[config.mk]
export PLATFORM = sky130hd
export DESIGN_NAME = commit_trace_top
export DESIGN_NICKNAME = d
export VERILOG_FILES = /design/src/logic/trace_pkg.sv /design/src/logic/commit_trace_top.sv /design/src/logic/commit_shadow.sv /design/src/logic/commit_fsm.sv /design/src/logic/rob_ptrs.sv
export SDC_FILE = /design/constraint.sdc
export NUM_CORES = 2
export LEC_CHECK = 0
export CAP_MARGIN = 20
export CORE_ASPECT_RATIO = 1.5
export CORE_UTILIZATION = 69
export DETAILED_ROUTE_END_ITERATION = 8
export DONT_BUFFER_PORTS = 1
export GPL_ROUTABILITY_DRIVEN = 0
export PLACE_DENSITY_LB_ADDON = 0.05
export SKIP_CTS_REPAIR_TIMING = 1
export SLEW_MARGIN = 10
export SYNTH_ARGS = -nofsm -noshare
export SYNTH_HDL_FRONTEND = slang
export SYNTH_SLANG_ARGS = --single-unit
[constraint.sdc]
create_clock -name clk -period 16.4 [get_ports clk]
set_input_delay 0.82 -clock clk [delete_from_list [all_inputs] [get_ports clk]]
set_output_delay 0.82 -clock clk [all_outputs]
set_load 0.005 [all_outputs]
[src/logic/trace_pkg.sv]
package trace_pkg;

   localparam int insn_w     = 32;
   localparam int pc_w       = 30;
   localparam int lrf_aw     = 5;
   localparam int data_w     = 32;
   localparam int num_irq    = 8;
   localparam int issue_w    = 2;
   localparam int commit_w   = 2;
   localparam int bank_depth = 8;
   localparam int id_aw      = 3;
   localparam int seq_aw     = 4;
   localparam int cause_w    = 6;

   typedef enum logic {st_run, st_flush} commit_state_t;

   typedef struct packed {
      logic              valid;
      logic [insn_w-1:0] insn;
      logic [pc_w-1:0]   pc;
      logic [lrf_aw-1:0] rd;
      logic              rd_we;
   } dispatch_slot_t;

   typedef struct packed {
      dispatch_slot_t [issue_w-1:0] slot;
   } dispatch_bundle_t;

   // Bank is the low sequence bit
   typedef struct packed {
      logic             bank;
      logic [id_aw-1:0] id;
   } rob_tag_t;

   typedef struct packed {
      logic               valid;
      rob_tag_t           tag;
      logic [data_w-1:0]  data;
      logic               exc;
      logic [cause_w-1:0] cause;
   } completion_t;

   typedef struct packed {
      logic present;
      logic complete;
      logic exc;
   } head_status_t;

   typedef struct packed {
      logic [commit_w-1:0] fire;
      logic                excp;
   } commit_sel_t;

   typedef struct packed {
      logic              valid;
      logic [pc_w-1:0]   pc;
      logic [insn_w-1:0] insn;
      logic [lrf_aw-1:0] rd;
      logic              rd_we;
      logic [data_w-1:0] data;
      logic              excp;
      logic [7:0]        excp_vect;
   } trace_slot_t;

   typedef struct packed {
      trace_slot_t [commit_w-1:0] slot;
      logic [num_irq-1:0]         irr;
   } trace_rec_t;

endpackage
[src/logic/commit_trace_top.sv]
`timescale 1ns/10ps

module commit_trace_top
(
   input  logic                                 clk,
   input  logic                                 arst_n,
   input  trace_pkg::dispatch_bundle_t          dispatch,
   input  trace_pkg::completion_t               complete,
   input  logic [trace_pkg::num_irq-1:0]        irr,
   output logic                                 dispatch_ready,
   output trace_pkg::trace_rec_t                trace,
   output logic                                 flush
);

   trace_pkg::head_status_t [trace_pkg::commit_w-1:0] head_status;
   trace_pkg::commit_sel_t        commit_sel;
   logic [1:0]                    push_count;
   logic [2:0]                    in_flight;
   logic [4:0]                    occupancy;
   logic [trace_pkg::seq_aw-1:0]  alloc_seq;
   logic [trace_pkg::seq_aw-1:0]  head_seq;

   rob_ptrs i_rob_ptrs
   (
      .clk            (clk),
      .arst_n         (arst_n),
      .push_count     (push_count),
      .commit_sel     (commit_sel),
      .flush          (flush),
      .alloc_seq      (alloc_seq),
      .head_seq       (head_seq),
      .occupancy      (occupancy)
   );

   commit_fsm i_commit_fsm
   (
      .clk            (clk),
      .arst_n         (arst_n),
      .head_status    (head_status),
      .occupancy      (occupancy),
      .in_flight      (in_flight),
      .commit_sel     (commit_sel),
      .flush          (flush),
      .dispatch_ready (dispatch_ready)
   );

   commit_shadow i_commit_shadow
   (
      .clk            (clk),
      .arst_n         (arst_n),
      .dispatch       (dispatch),
      .complete       (complete),
      .irr            (irr),
      .alloc_seq      (alloc_seq),
      .head_seq       (head_seq),
      .commit_sel     (commit_sel),
      .flush          (flush),
      .head_status    (head_status),
      .push_count     (push_count),
      .in_flight      (in_flight),
      .trace          (trace)
   );

endmodule

[src/logic/commit_shadow.sv]
`timescale 1ns/10ps

module commit_shadow
(
   input  logic                                                 clk,
   input  logic                                                 arst_n,
   input  trace_pkg::dispatch_bundle_t                          dispatch,
   input  trace_pkg::completion_t                               complete,
   input  logic [trace_pkg::num_irq-1:0]                        irr,
   input  logic [trace_pkg::seq_aw-1:0]                         alloc_seq,
   input  logic [trace_pkg::seq_aw-1:0]                         head_seq,
   input  trace_pkg::commit_sel_t                               commit_sel,
   input  logic                                                 flush,
   output trace_pkg::head_status_t [trace_pkg::commit_w-1:0]    head_status,
   output logic [1:0]                                           push_count,
   output logic [2:0]                                           in_flight,
   output trace_pkg::trace_rec_t                                trace
);

   trace_pkg::dispatch_bundle_t rename_q;
   trace_pkg::dispatch_bundle_t issue_q;
   trace_pkg::rob_tag_t [trace_pkg::issue_w-1:0]  push_tag;
   trace_pkg::rob_tag_t [trace_pkg::commit_w-1:0] head_tag;
   logic [1:0]                  rename_count;
   trace_pkg::trace_rec_t       trace_d;
   trace_pkg::trace_rec_t       trace_q;

   logic [trace_pkg::commit_w-1:0][trace_pkg::bank_depth-1:0] present_q;
   logic [trace_pkg::commit_w-1:0][trace_pkg::bank_depth-1:0] complete_q;

   logic [trace_pkg::insn_w-1:0]  insn_mem  [trace_pkg::commit_w][trace_pkg::bank_depth];
   logic [trace_pkg::pc_w-1:0]    pc_mem    [trace_pkg::commit_w][trace_pkg::bank_depth];
   logic [trace_pkg::lrf_aw-1:0]  rd_mem    [trace_pkg::commit_w][trace_pkg::bank_depth];
   logic                          rd_we_mem [trace_pkg::commit_w][trace_pkg::bank_depth];
   logic [trace_pkg::data_w-1:0]  data_mem  [trace_pkg::commit_w][trace_pkg::bank_depth];
   logic                          exc_mem   [trace_pkg::commit_w][trace_pkg::bank_depth];
   logic [trace_pkg::cause_w-1:0] cause_mem [trace_pkg::commit_w][trace_pkg::bank_depth];

   function automatic trace_pkg::rob_tag_t to_tag(input logic [trace_pkg::seq_aw-1:0] seq);
      trace_pkg::rob_tag_t tag;
      tag.bank = seq[0];
      tag.id   = seq[trace_pkg::id_aw:1];
      return tag;
   endfunction

   // Rename and issue stand-ins, never stalled
   always_ff @(posedge clk or negedge arst_n)
   begin
      if (!arst_n)
      begin
         rename_q <= '0;
         issue_q  <= '0;
      end
      else if (flush)
      begin
         rename_q <= '0;
         issue_q  <= '0;
      end
      else
      begin
         rename_q <= dispatch;
         issue_q  <= rename_q;
      end
   end

   always_comb
   begin
      logic [trace_pkg::seq_aw-1:0] seq;
      seq          = alloc_seq;
      push_count   = '0;
      rename_count = '0;
      for (int s = 0; s < trace_pkg::issue_w; s++)
      begin
         push_tag[s]  = to_tag(seq);
         seq          = seq + {{(trace_pkg::seq_aw-1){1'b0}}, issue_q.slot[s].valid};
         push_count   = push_count + 2'(issue_q.slot[s].valid);
         rename_count = rename_count + 2'(rename_q.slot[s].valid);
      end
   end

   assign in_flight = {1'b0, push_count} + {1'b0, rename_count};

   always_comb
   begin
      logic [trace_pkg::seq_aw-1:0] seq;
      seq = head_seq;
      for (int s = 0; s < trace_pkg::commit_w; s++)
      begin
         head_tag[s]             = to_tag(seq);
         head_status[s].present  = present_q[head_tag[s].bank][head_tag[s].id];
         head_status[s].complete = complete_q[head_tag[s].bank][head_tag[s].id];
         head_status[s].exc      = exc_mem[head_tag[s].bank][head_tag[s].id];
         seq = seq + {{(trace_pkg::seq_aw-1){1'b0}}, 1'b1};
      end
   end

   always_ff @(posedge clk)
   begin
      for (int s = 0; s < trace_pkg::issue_w; s++)
      begin
         if (issue_q.slot[s].valid && !flush)
         begin
            insn_mem[push_tag[s].bank][push_tag[s].id]  <= issue_q.slot[s].insn;
            pc_mem[push_tag[s].bank][push_tag[s].id]    <= issue_q.slot[s].pc;
            rd_mem[push_tag[s].bank][push_tag[s].id]    <= issue_q.slot[s].rd;
            rd_we_mem[push_tag[s].bank][push_tag[s].id] <= issue_q.slot[s].rd_we;
         end
      end
      if (complete.valid)
      begin
         data_mem[complete.tag.bank][complete.tag.id]  <= complete.data;
         exc_mem[complete.tag.bank][complete.tag.id]   <= complete.exc;
         cause_mem[complete.tag.bank][complete.tag.id] <= complete.cause;
      end
   end

   // Entry flags, completion set last so it wins over a same-cycle push
   always_ff @(posedge clk or negedge arst_n)
   begin
      if (!arst_n)
      begin
         present_q  <= '0;
         complete_q <= '0;
      end
      else if (flush)
      begin
         present_q  <= '0;
         complete_q <= '0;
      end
      else
      begin
         for (int s = 0; s < trace_pkg::commit_w; s++)
         begin
            if (commit_sel.fire[s])
               present_q[head_tag[s].bank][head_tag[s].id] <= 1'b0;
         end
         for (int s = 0; s < trace_pkg::issue_w; s++)
         begin
            if (issue_q.slot[s].valid)
            begin
               present_q[push_tag[s].bank][push_tag[s].id]  <= 1'b1;
               complete_q[push_tag[s].bank][push_tag[s].id] <= 1'b0;
            end
         end
         if (complete.valid)
            complete_q[complete.tag.bank][complete.tag.id] <= 1'b1;
      end
   end

   always_comb
   begin
      trace_d     = '0;
      trace_d.irr = irr;
      for (int s = 0; s < trace_pkg::commit_w; s++)
      begin
         trace_d.slot[s].valid = commit_sel.fire[s];
         trace_d.slot[s].pc    = pc_mem[head_tag[s].bank][head_tag[s].id];
         trace_d.slot[s].insn  = insn_mem[head_tag[s].bank][head_tag[s].id];
         trace_d.slot[s].rd    = rd_mem[head_tag[s].bank][head_tag[s].id];
         trace_d.slot[s].rd_we = rd_we_mem[head_tag[s].bank][head_tag[s].id];
         trace_d.slot[s].data  = data_mem[head_tag[s].bank][head_tag[s].id];
      end
      // Only slot 0 can carry an exception
      trace_d.slot[0].excp = commit_sel.excp;
      if (commit_sel.excp)
         trace_d.slot[0].excp_vect = {cause_mem[head_tag[0].bank][head_tag[0].id], 2'b00};
   end

   always_ff @(posedge clk or negedge arst_n)
   begin
      if (!arst_n)
         trace_q <= '0;
      else
         trace_q <= trace_d;
   end

   assign trace = trace_q;

endmodule

[src/logic/commit_fsm.sv]
`timescale 1ns/10ps

module commit_fsm
(
   input  logic                                                 clk,
   input  logic                                                 arst_n,
   input  trace_pkg::head_status_t [trace_pkg::commit_w-1:0]    head_status,
   input  logic [4:0]                                           occupancy,
   input  logic [2:0]                                           in_flight,
   output trace_pkg::commit_sel_t                               commit_sel,
   output logic                                                 flush,
   output logic                                                 dispatch_ready
);

   trace_pkg::commit_state_t     state_q;
   trace_pkg::commit_state_t     state_d;
   logic [trace_pkg::commit_w-1:0] head_ok;
   logic [5:0]                   pending;

   always_comb
   begin
      for (int s = 0; s < trace_pkg::commit_w; s++)
      begin
         head_ok[s] = head_status[s].present & head_status[s].complete;
      end
   end

   // Oldest entry first, an excepting entry retires alone
   always_comb
   begin
      commit_sel = '0;
      if (state_q == trace_pkg::st_run)
      begin
         commit_sel.fire[0] = head_ok[0];
         commit_sel.excp    = head_ok[0] & head_status[0].exc;
         commit_sel.fire[1] = head_ok[0] & ~head_status[0].exc &
                              head_ok[1] & ~head_status[1].exc;
      end
   end

   always_comb
   begin
      state_d = state_q;
      case (state_q)
         trace_pkg::st_run:
         begin
            if (commit_sel.excp)
               state_d = trace_pkg::st_flush;
         end
         trace_pkg::st_flush:
         begin
            state_d = trace_pkg::st_run;
         end
         default:
         begin
            state_d = trace_pkg::st_run;
         end
      endcase
   end

   always_ff @(posedge clk or negedge arst_n)
   begin
      if (!arst_n)
         state_q <= trace_pkg::st_run;
      else
         state_q <= state_d;
   end

   assign flush = (state_q == trace_pkg::st_flush);

   // Leave room for a full bundle behind everything already counted
   assign pending        = {1'b0, occupancy} + {3'b000, in_flight};
   assign dispatch_ready = (state_q == trace_pkg::st_run) && (pending <= 6'd12);

endmodule

[src/logic/rob_ptrs.sv]
`timescale 1ns/10ps

module rob_ptrs
(
   input  logic                           clk,
   input  logic                           arst_n,
   input  logic [1:0]                     push_count,
   input  trace_pkg::commit_sel_t         commit_sel,
   input  logic                           flush,
   output logic [trace_pkg::seq_aw-1:0]   alloc_seq,
   output logic [trace_pkg::seq_aw-1:0]   head_seq,
   output logic [4:0]                     occupancy
);

   logic [1:0]                   fired_count;
   logic [trace_pkg::seq_aw-1:0] push_ext;
   logic [trace_pkg::seq_aw-1:0] fired_ext;
   logic [trace_pkg::seq_aw-1:0] alloc_q;
   logic [trace_pkg::seq_aw-1:0] head_q;
   logic [4:0]                   occ_q;

   always_comb
   begin
      fired_count = '0;
      for (int s = 0; s < trace_pkg::commit_w; s++)
      begin
         fired_count = fired_count + 2'(commit_sel.fire[s]);
      end
   end

   assign push_ext  = {{(trace_pkg::seq_aw-2){1'b0}}, push_count};
   assign fired_ext = {{(trace_pkg::seq_aw-2){1'b0}}, fired_count};

   // Sequence numbers wrap modulo 16
   always_ff @(posedge clk or negedge arst_n)
   begin
      if (!arst_n)
      begin
         alloc_q <= '0;
         head_q  <= '0;
         occ_q   <= '0;
      end
      else if (flush)
      begin
         alloc_q <= '0;
         head_q  <= '0;
         occ_q   <= '0;
      end
      else
      begin
         alloc_q <= alloc_q + push_ext;
         head_q  <= head_q + fired_ext;
         occ_q   <= occ_q + {3'b000, push_count} - {3'b000, fired_count};
      end
   end

   assign alloc_seq = alloc_q;
   assign head_seq  = head_q;
   assign occupancy = occ_q;

endmodule

==> impl_results.rst <==
.. list-table::
   :header-rows: 1

   * - Metric
     - Value
   * - Final Slew Violations
     - 0
   * - Root Driver
     - sky130_fd_sc_hd__clkbuf_16
   * - Average instance area after synthesis
     - 16.3 µm²
   * - Core Util, Final
     - 74.9%
   * - Worst Skew
     - 0.0221 ns
   * - DR vias/cell
     - 7.63
   * - Final setup violation count
     - 0
   * - Achievable clock frequency
     - 0.163 GHz
   * - Layout Area Growth over Synthesis
     - 7.63%
   * - Instance area after placement
     - 109000 µm²
   * - Worst hold-check slack
     - 0.0534 ns
   * - Critical path arrival
     - 6.85 ns
   * - Summed area of non-filler cells in the final layout
     - 117000 µm²
   * - Internal Dissipation
     - 15.2 mW
   * - Fraction of final layout cells sized beyond drive strength 1
     - 33.8%
   * - Global routing's busiest layer
     - met2
   * - Worst Setup Slack post-DPL
     - 10.47 ns
   * - Aggregate negative setup slack
     - 0 ns
   * - Non-filler cells, final
     - 8615
   * - Total global-route track usage
     - 40.5%
   * - Met1 layer usage reported by global route
     - 52.3%
   * - Clock transition at path regs
     - 0.06 ns
   * - Sequential cell fraction of total power
     - 39.8%
   * - Setup repair after global routing missed its margin
     - no
   * - Die Y
     - 487 µm
   * - Top fanout value on the critical path
     - 44
   * - Met2 routing resource usage after global routing
     - 64.0%
   * - Post-synth cell types
     - 69
   * - Global route total overflow
     - 0
   * - First-pass GRT wire length
     - 457 mm
   * - Final cycle utilization of the critical path
     - 37.4%
   * - DRC violations left
     - 0
   * - Vias
     - 65700
   * - ANT nets after route
     - 0
   * - Overall power
     - 23.7 mW
   * - Hold crit path type
     - primary input to asynchronous set/reset pin
   * - Slack of the critical path
     - 10.26 ns
   * - Critical path startpoint category
     - flop
   * - Drt initial violations
     - 8491
   * - CTS max path bufs
     - 3
   * - Outcome
     - finished clean
   * - Met3 usage
     - 10.3%
   * - Level count of the clock H-tree
     - 4
   * - Main synth FF type
     - sky130_fd_sc_hd__edfxtp_1
   * - Clock share of power
     - 20.8%
   * - Worst IR drop on VDD
     - 0.000208 V
   * - FF+latch count, synth
     - 2250
   * - Source-to-sink clock delay at the later pin of the worst-skew pair
     - 0.86 ns
   * - Power per standard cell area
     - 203 nW/µm²
   * - Synthesized instance count
     - 6634
   * - Placeable core region
     - 155000 µm²
   * - Minimum period implied by the final worst setup slack
     - 6.14 ns
   * - Number of synthesis warnings
     - 0
   * - Number of enable-type register cells in the synthesized netlist
     - 1712
   * - Placement Rows
     - 177
   * - Post-detailed-routing wire length
     - 320 mm
   * - Async SR Flop Fraction
     - 23.9%
   * - Top-level I/O count
     - 422
   * - Pin count of the biggest net entering global routing
     - 539
   * - Share of synthesized area occupied by flip-flops and latches
     - 59.9%
   * - Critical path endpoint category
     - flop
   * - Input/output buffers
     - 0
   * - Combinational share of power
     - 39.4%
   * - HPWL after DPL
     - 170 mm
   * - Worst EP required
     - 17.11 ns
   * - Total of fill cells in the finished design
     - 9277
   * - Starting utilization of the core area
     - 69.6%
   * - Net total in the final layout
     - 6573
   * - Share of total power consumed by net switching
     - 35.9%
   * - First-pass iteration count of the detailed router
     - 6
   * - Pin slew with the least headroom to its limit
     - 1.17 ns
   * - Initial antenna violation count
     - 29
   * - Slew margin rel.
     - 21.9%
   * - Switching power
     - 8.50 mW
   * - Total of max-cap violations
     - 0
   * - Cts bufs inserted
     - 201
   * - Cell leakage power
     - 40.5 nW
   * - Cell area after synthesis
     - 108000 µm²
   * - Setup Crit Path Kind
     - flop to flop
   * - Clock Sink Count
     - 2250
   * - Die outline width
     - 325 µm
   * - Overall die area
     - 159000 µm²
   * - Clock tree from TritonCTS
     - yes
   * - Placed instance count
     - 8198
   * - Routed len/inst
     - 37.2 µm
   * - Final hold viol count
     - 0
   * - Vias in the first global route
     - 65600
## final timing paths
path | cells after the start | start | endpoint | slack, ns
worst max-delay path | 15 | i_rob_ptrs.head_seq[3] | i_rob_ptrs.occupancy[4] | 10.26
worst min-delay path | 1 | arst_n | i_rob_ptrs.occupancy[1] | 0.05
worst max register to register | 15 | i_rob_ptrs.head_seq[3] | i_rob_ptrs.occupancy[4] | 10.26
worst min register to register | 1 | i_commit_shadow.rename_q[122] | i_commit_shadow.issue_q[122] | 0.46
max in group asynchronous | 2 | arst_n | i_commit_shadow.trace[2] | 14.79
min in group clk | 0 | complete[14] | i_commit_shadow.data_mem[0][103] | 0.05
## registers in the layout (all words and copies together), names as in the netlist, 80 cells and up
| name | cells |
|---|---|
| i_commit_shadow.trace | 216 |
| i_commit_shadow.rd_mem | 80 |
| i_commit_shadow.cause_mem | 96 |
| i_commit_shadow.rename_q | 138 |
| i_commit_shadow.data_mem | 512 |
| i_commit_shadow.insn_mem | 512 |
| i_commit_shadow.issue_q | 138 |
| i_commit_shadow.pc_mem | 480 |
## layout make-up
cell class / instances / area, µm² / share of cell area [%]
Clock inverter: 89 / 912 / 0.783
Sequential cell: 2250 / 64900 / 55.7
Inverter: 28 / 105 / 0.0902
Tap cell: 2058 / 2570 / 2.21
Timing Repair Buffer: 141 / 1270 / 1.09
Multi-Input combinational cell: 3734 / 40700 / 34.9
Antenna cell: 22 / 55.1 / 0.0473
Clock buffer: 293 / 5990 / 5.14
## metal layers
| layer | wire [µm] | share of wire (%) |
|---|---|---|
| met1 | 108000 | 34 |
| met2 | 151000 | 47 |
| met5 | 141 | 0.044 |
| met3 | 41900 | 13 |
| met4 | 19200 | 6.0 |
## cell usage after synthesis (27+ instances only)
library cell / instances / area share [%]
sky130_fd_sc_hd__edfxtp_1: 1712 / 47
sky130_fd_sc_hd__mux2_2: 1083 / 11
sky130_fd_sc_hd__mux2i_1: 616 / 5.7
sky130_fd_sc_hd__mux4_2: 581 / 12
sky130_fd_sc_hd__dfrtp_1: 538 / 12
sky130_fd_sc_hd__nor2b_1: 292 / 1.7
sky130_fd_sc_hd__clkbuf_1: 288 / 1.0
sky130_fd_sc_hd__o22ai_1: 253 / 1.5
sky130_fd_sc_hd__buf_2: 213 / 0.98
sky130_fd_sc_hd__nand2_1: 207 / 0.72
sky130_fd_sc_hd__nor2_1: 125 / 0.43
sky130_fd_sc_hd__o21ai_0: 87 / 0.40
sky130_fd_sc_hd__buf_4: 75 / 0.52
sky130_fd_sc_hd__a21oi_1: 63 / 0.29
sky130_fd_sc_hd__buf_1: 40 / 0.14
sky130_fd_sc_hd__nor3_1: 37 / 0.17
sky130_fd_sc_hd__a211oi_1: 34 / 0.24
sky130_fd_sc_hd__inv_1: 27 / 0.094
sky130_fd_sc_hd__o211ai_1: 27 / 0.19
## critical path, cell delays in order (launching register included)
cell                      delay [ns]
sky130_fd_sc_hd__dfrtp_4        0.87
sky130_fd_sc_hd__buf_4          0.87
sky130_fd_sc_hd__nand3_4        1.06
sky130_fd_sc_hd__o22ai_1        0.61
sky130_fd_sc_hd__o31ai_4        0.12
sky130_fd_sc_hd__nor2_1         0.23
sky130_fd_sc_hd__nor4b_2        0.34
sky130_fd_sc_hd__ha_1           0.31
sky130_fd_sc_hd__ha_1           0.30
sky130_fd_sc_hd__inv_1          0.04
sky130_fd_sc_hd__ha_1           0.20
sky130_fd_sc_hd__fa_1           0.40
sky130_fd_sc_hd__a21o_1         0.20
sky130_fd_sc_hd__a21oi_1        0.19
sky130_fd_sc_hd__xnor2_1        0.14
sky130_fd_sc_hd__nor2_1         0.05
## power by group through the flow
| stage | clock [mW] | sequential (mW) | combinational, mW |
|---|---|---|---|
| after floorplan | 0 | 8.72 | 7.20 |
| after global placement | 0 | 9.41 | 8.94 |
| after detailed placement | 0 | 9.48 | 9.10 |
| after CTS | 4.93 | 9.38 | 9.16 |
| after global routing | 5.13 | 9.57 | 9.72 |
| final | 4.91 | 9.43 | 9.32 |
## cells in the final DEF (no fill, tap or decap), drive strengths merged, types with 12 or more instances in the layout
master,count
o21ai,90
xnor2,12
nor4,18
nor2,127
dfrtp,538
nor3,37
o311ai,17
mux2,1104
nor2b,292
nand2,207
mux2i,616
o211ai,27
mux4,581
a221oi,25
buf,132
a21oi,63
a32oi,24
bufinv,16
nand3,17
diode,22
o22ai,254
ha,19
clkinv,54
clkbuf,293
inv,36
edfxtp,1712
a22oi,15
a211oi,34
a211o,19
and3,22
## logic make-up after synthesis
group / after synthesis / synth area share (%)
AOI/OAI and AO/OA: 611 / 3.74
adders and majority gates: 25 / 0.331
other: 1 / 0.00346
DFF: 2250 / 59.9
muxes: 2301 / 29.3
and+or+nand+nor: 772 / 3.71
xor gates and xnor gates: 14 / 0.120
buffers and inverters: 660 / 2.91
Note: power is estimated with default switching activity, not from simulation.
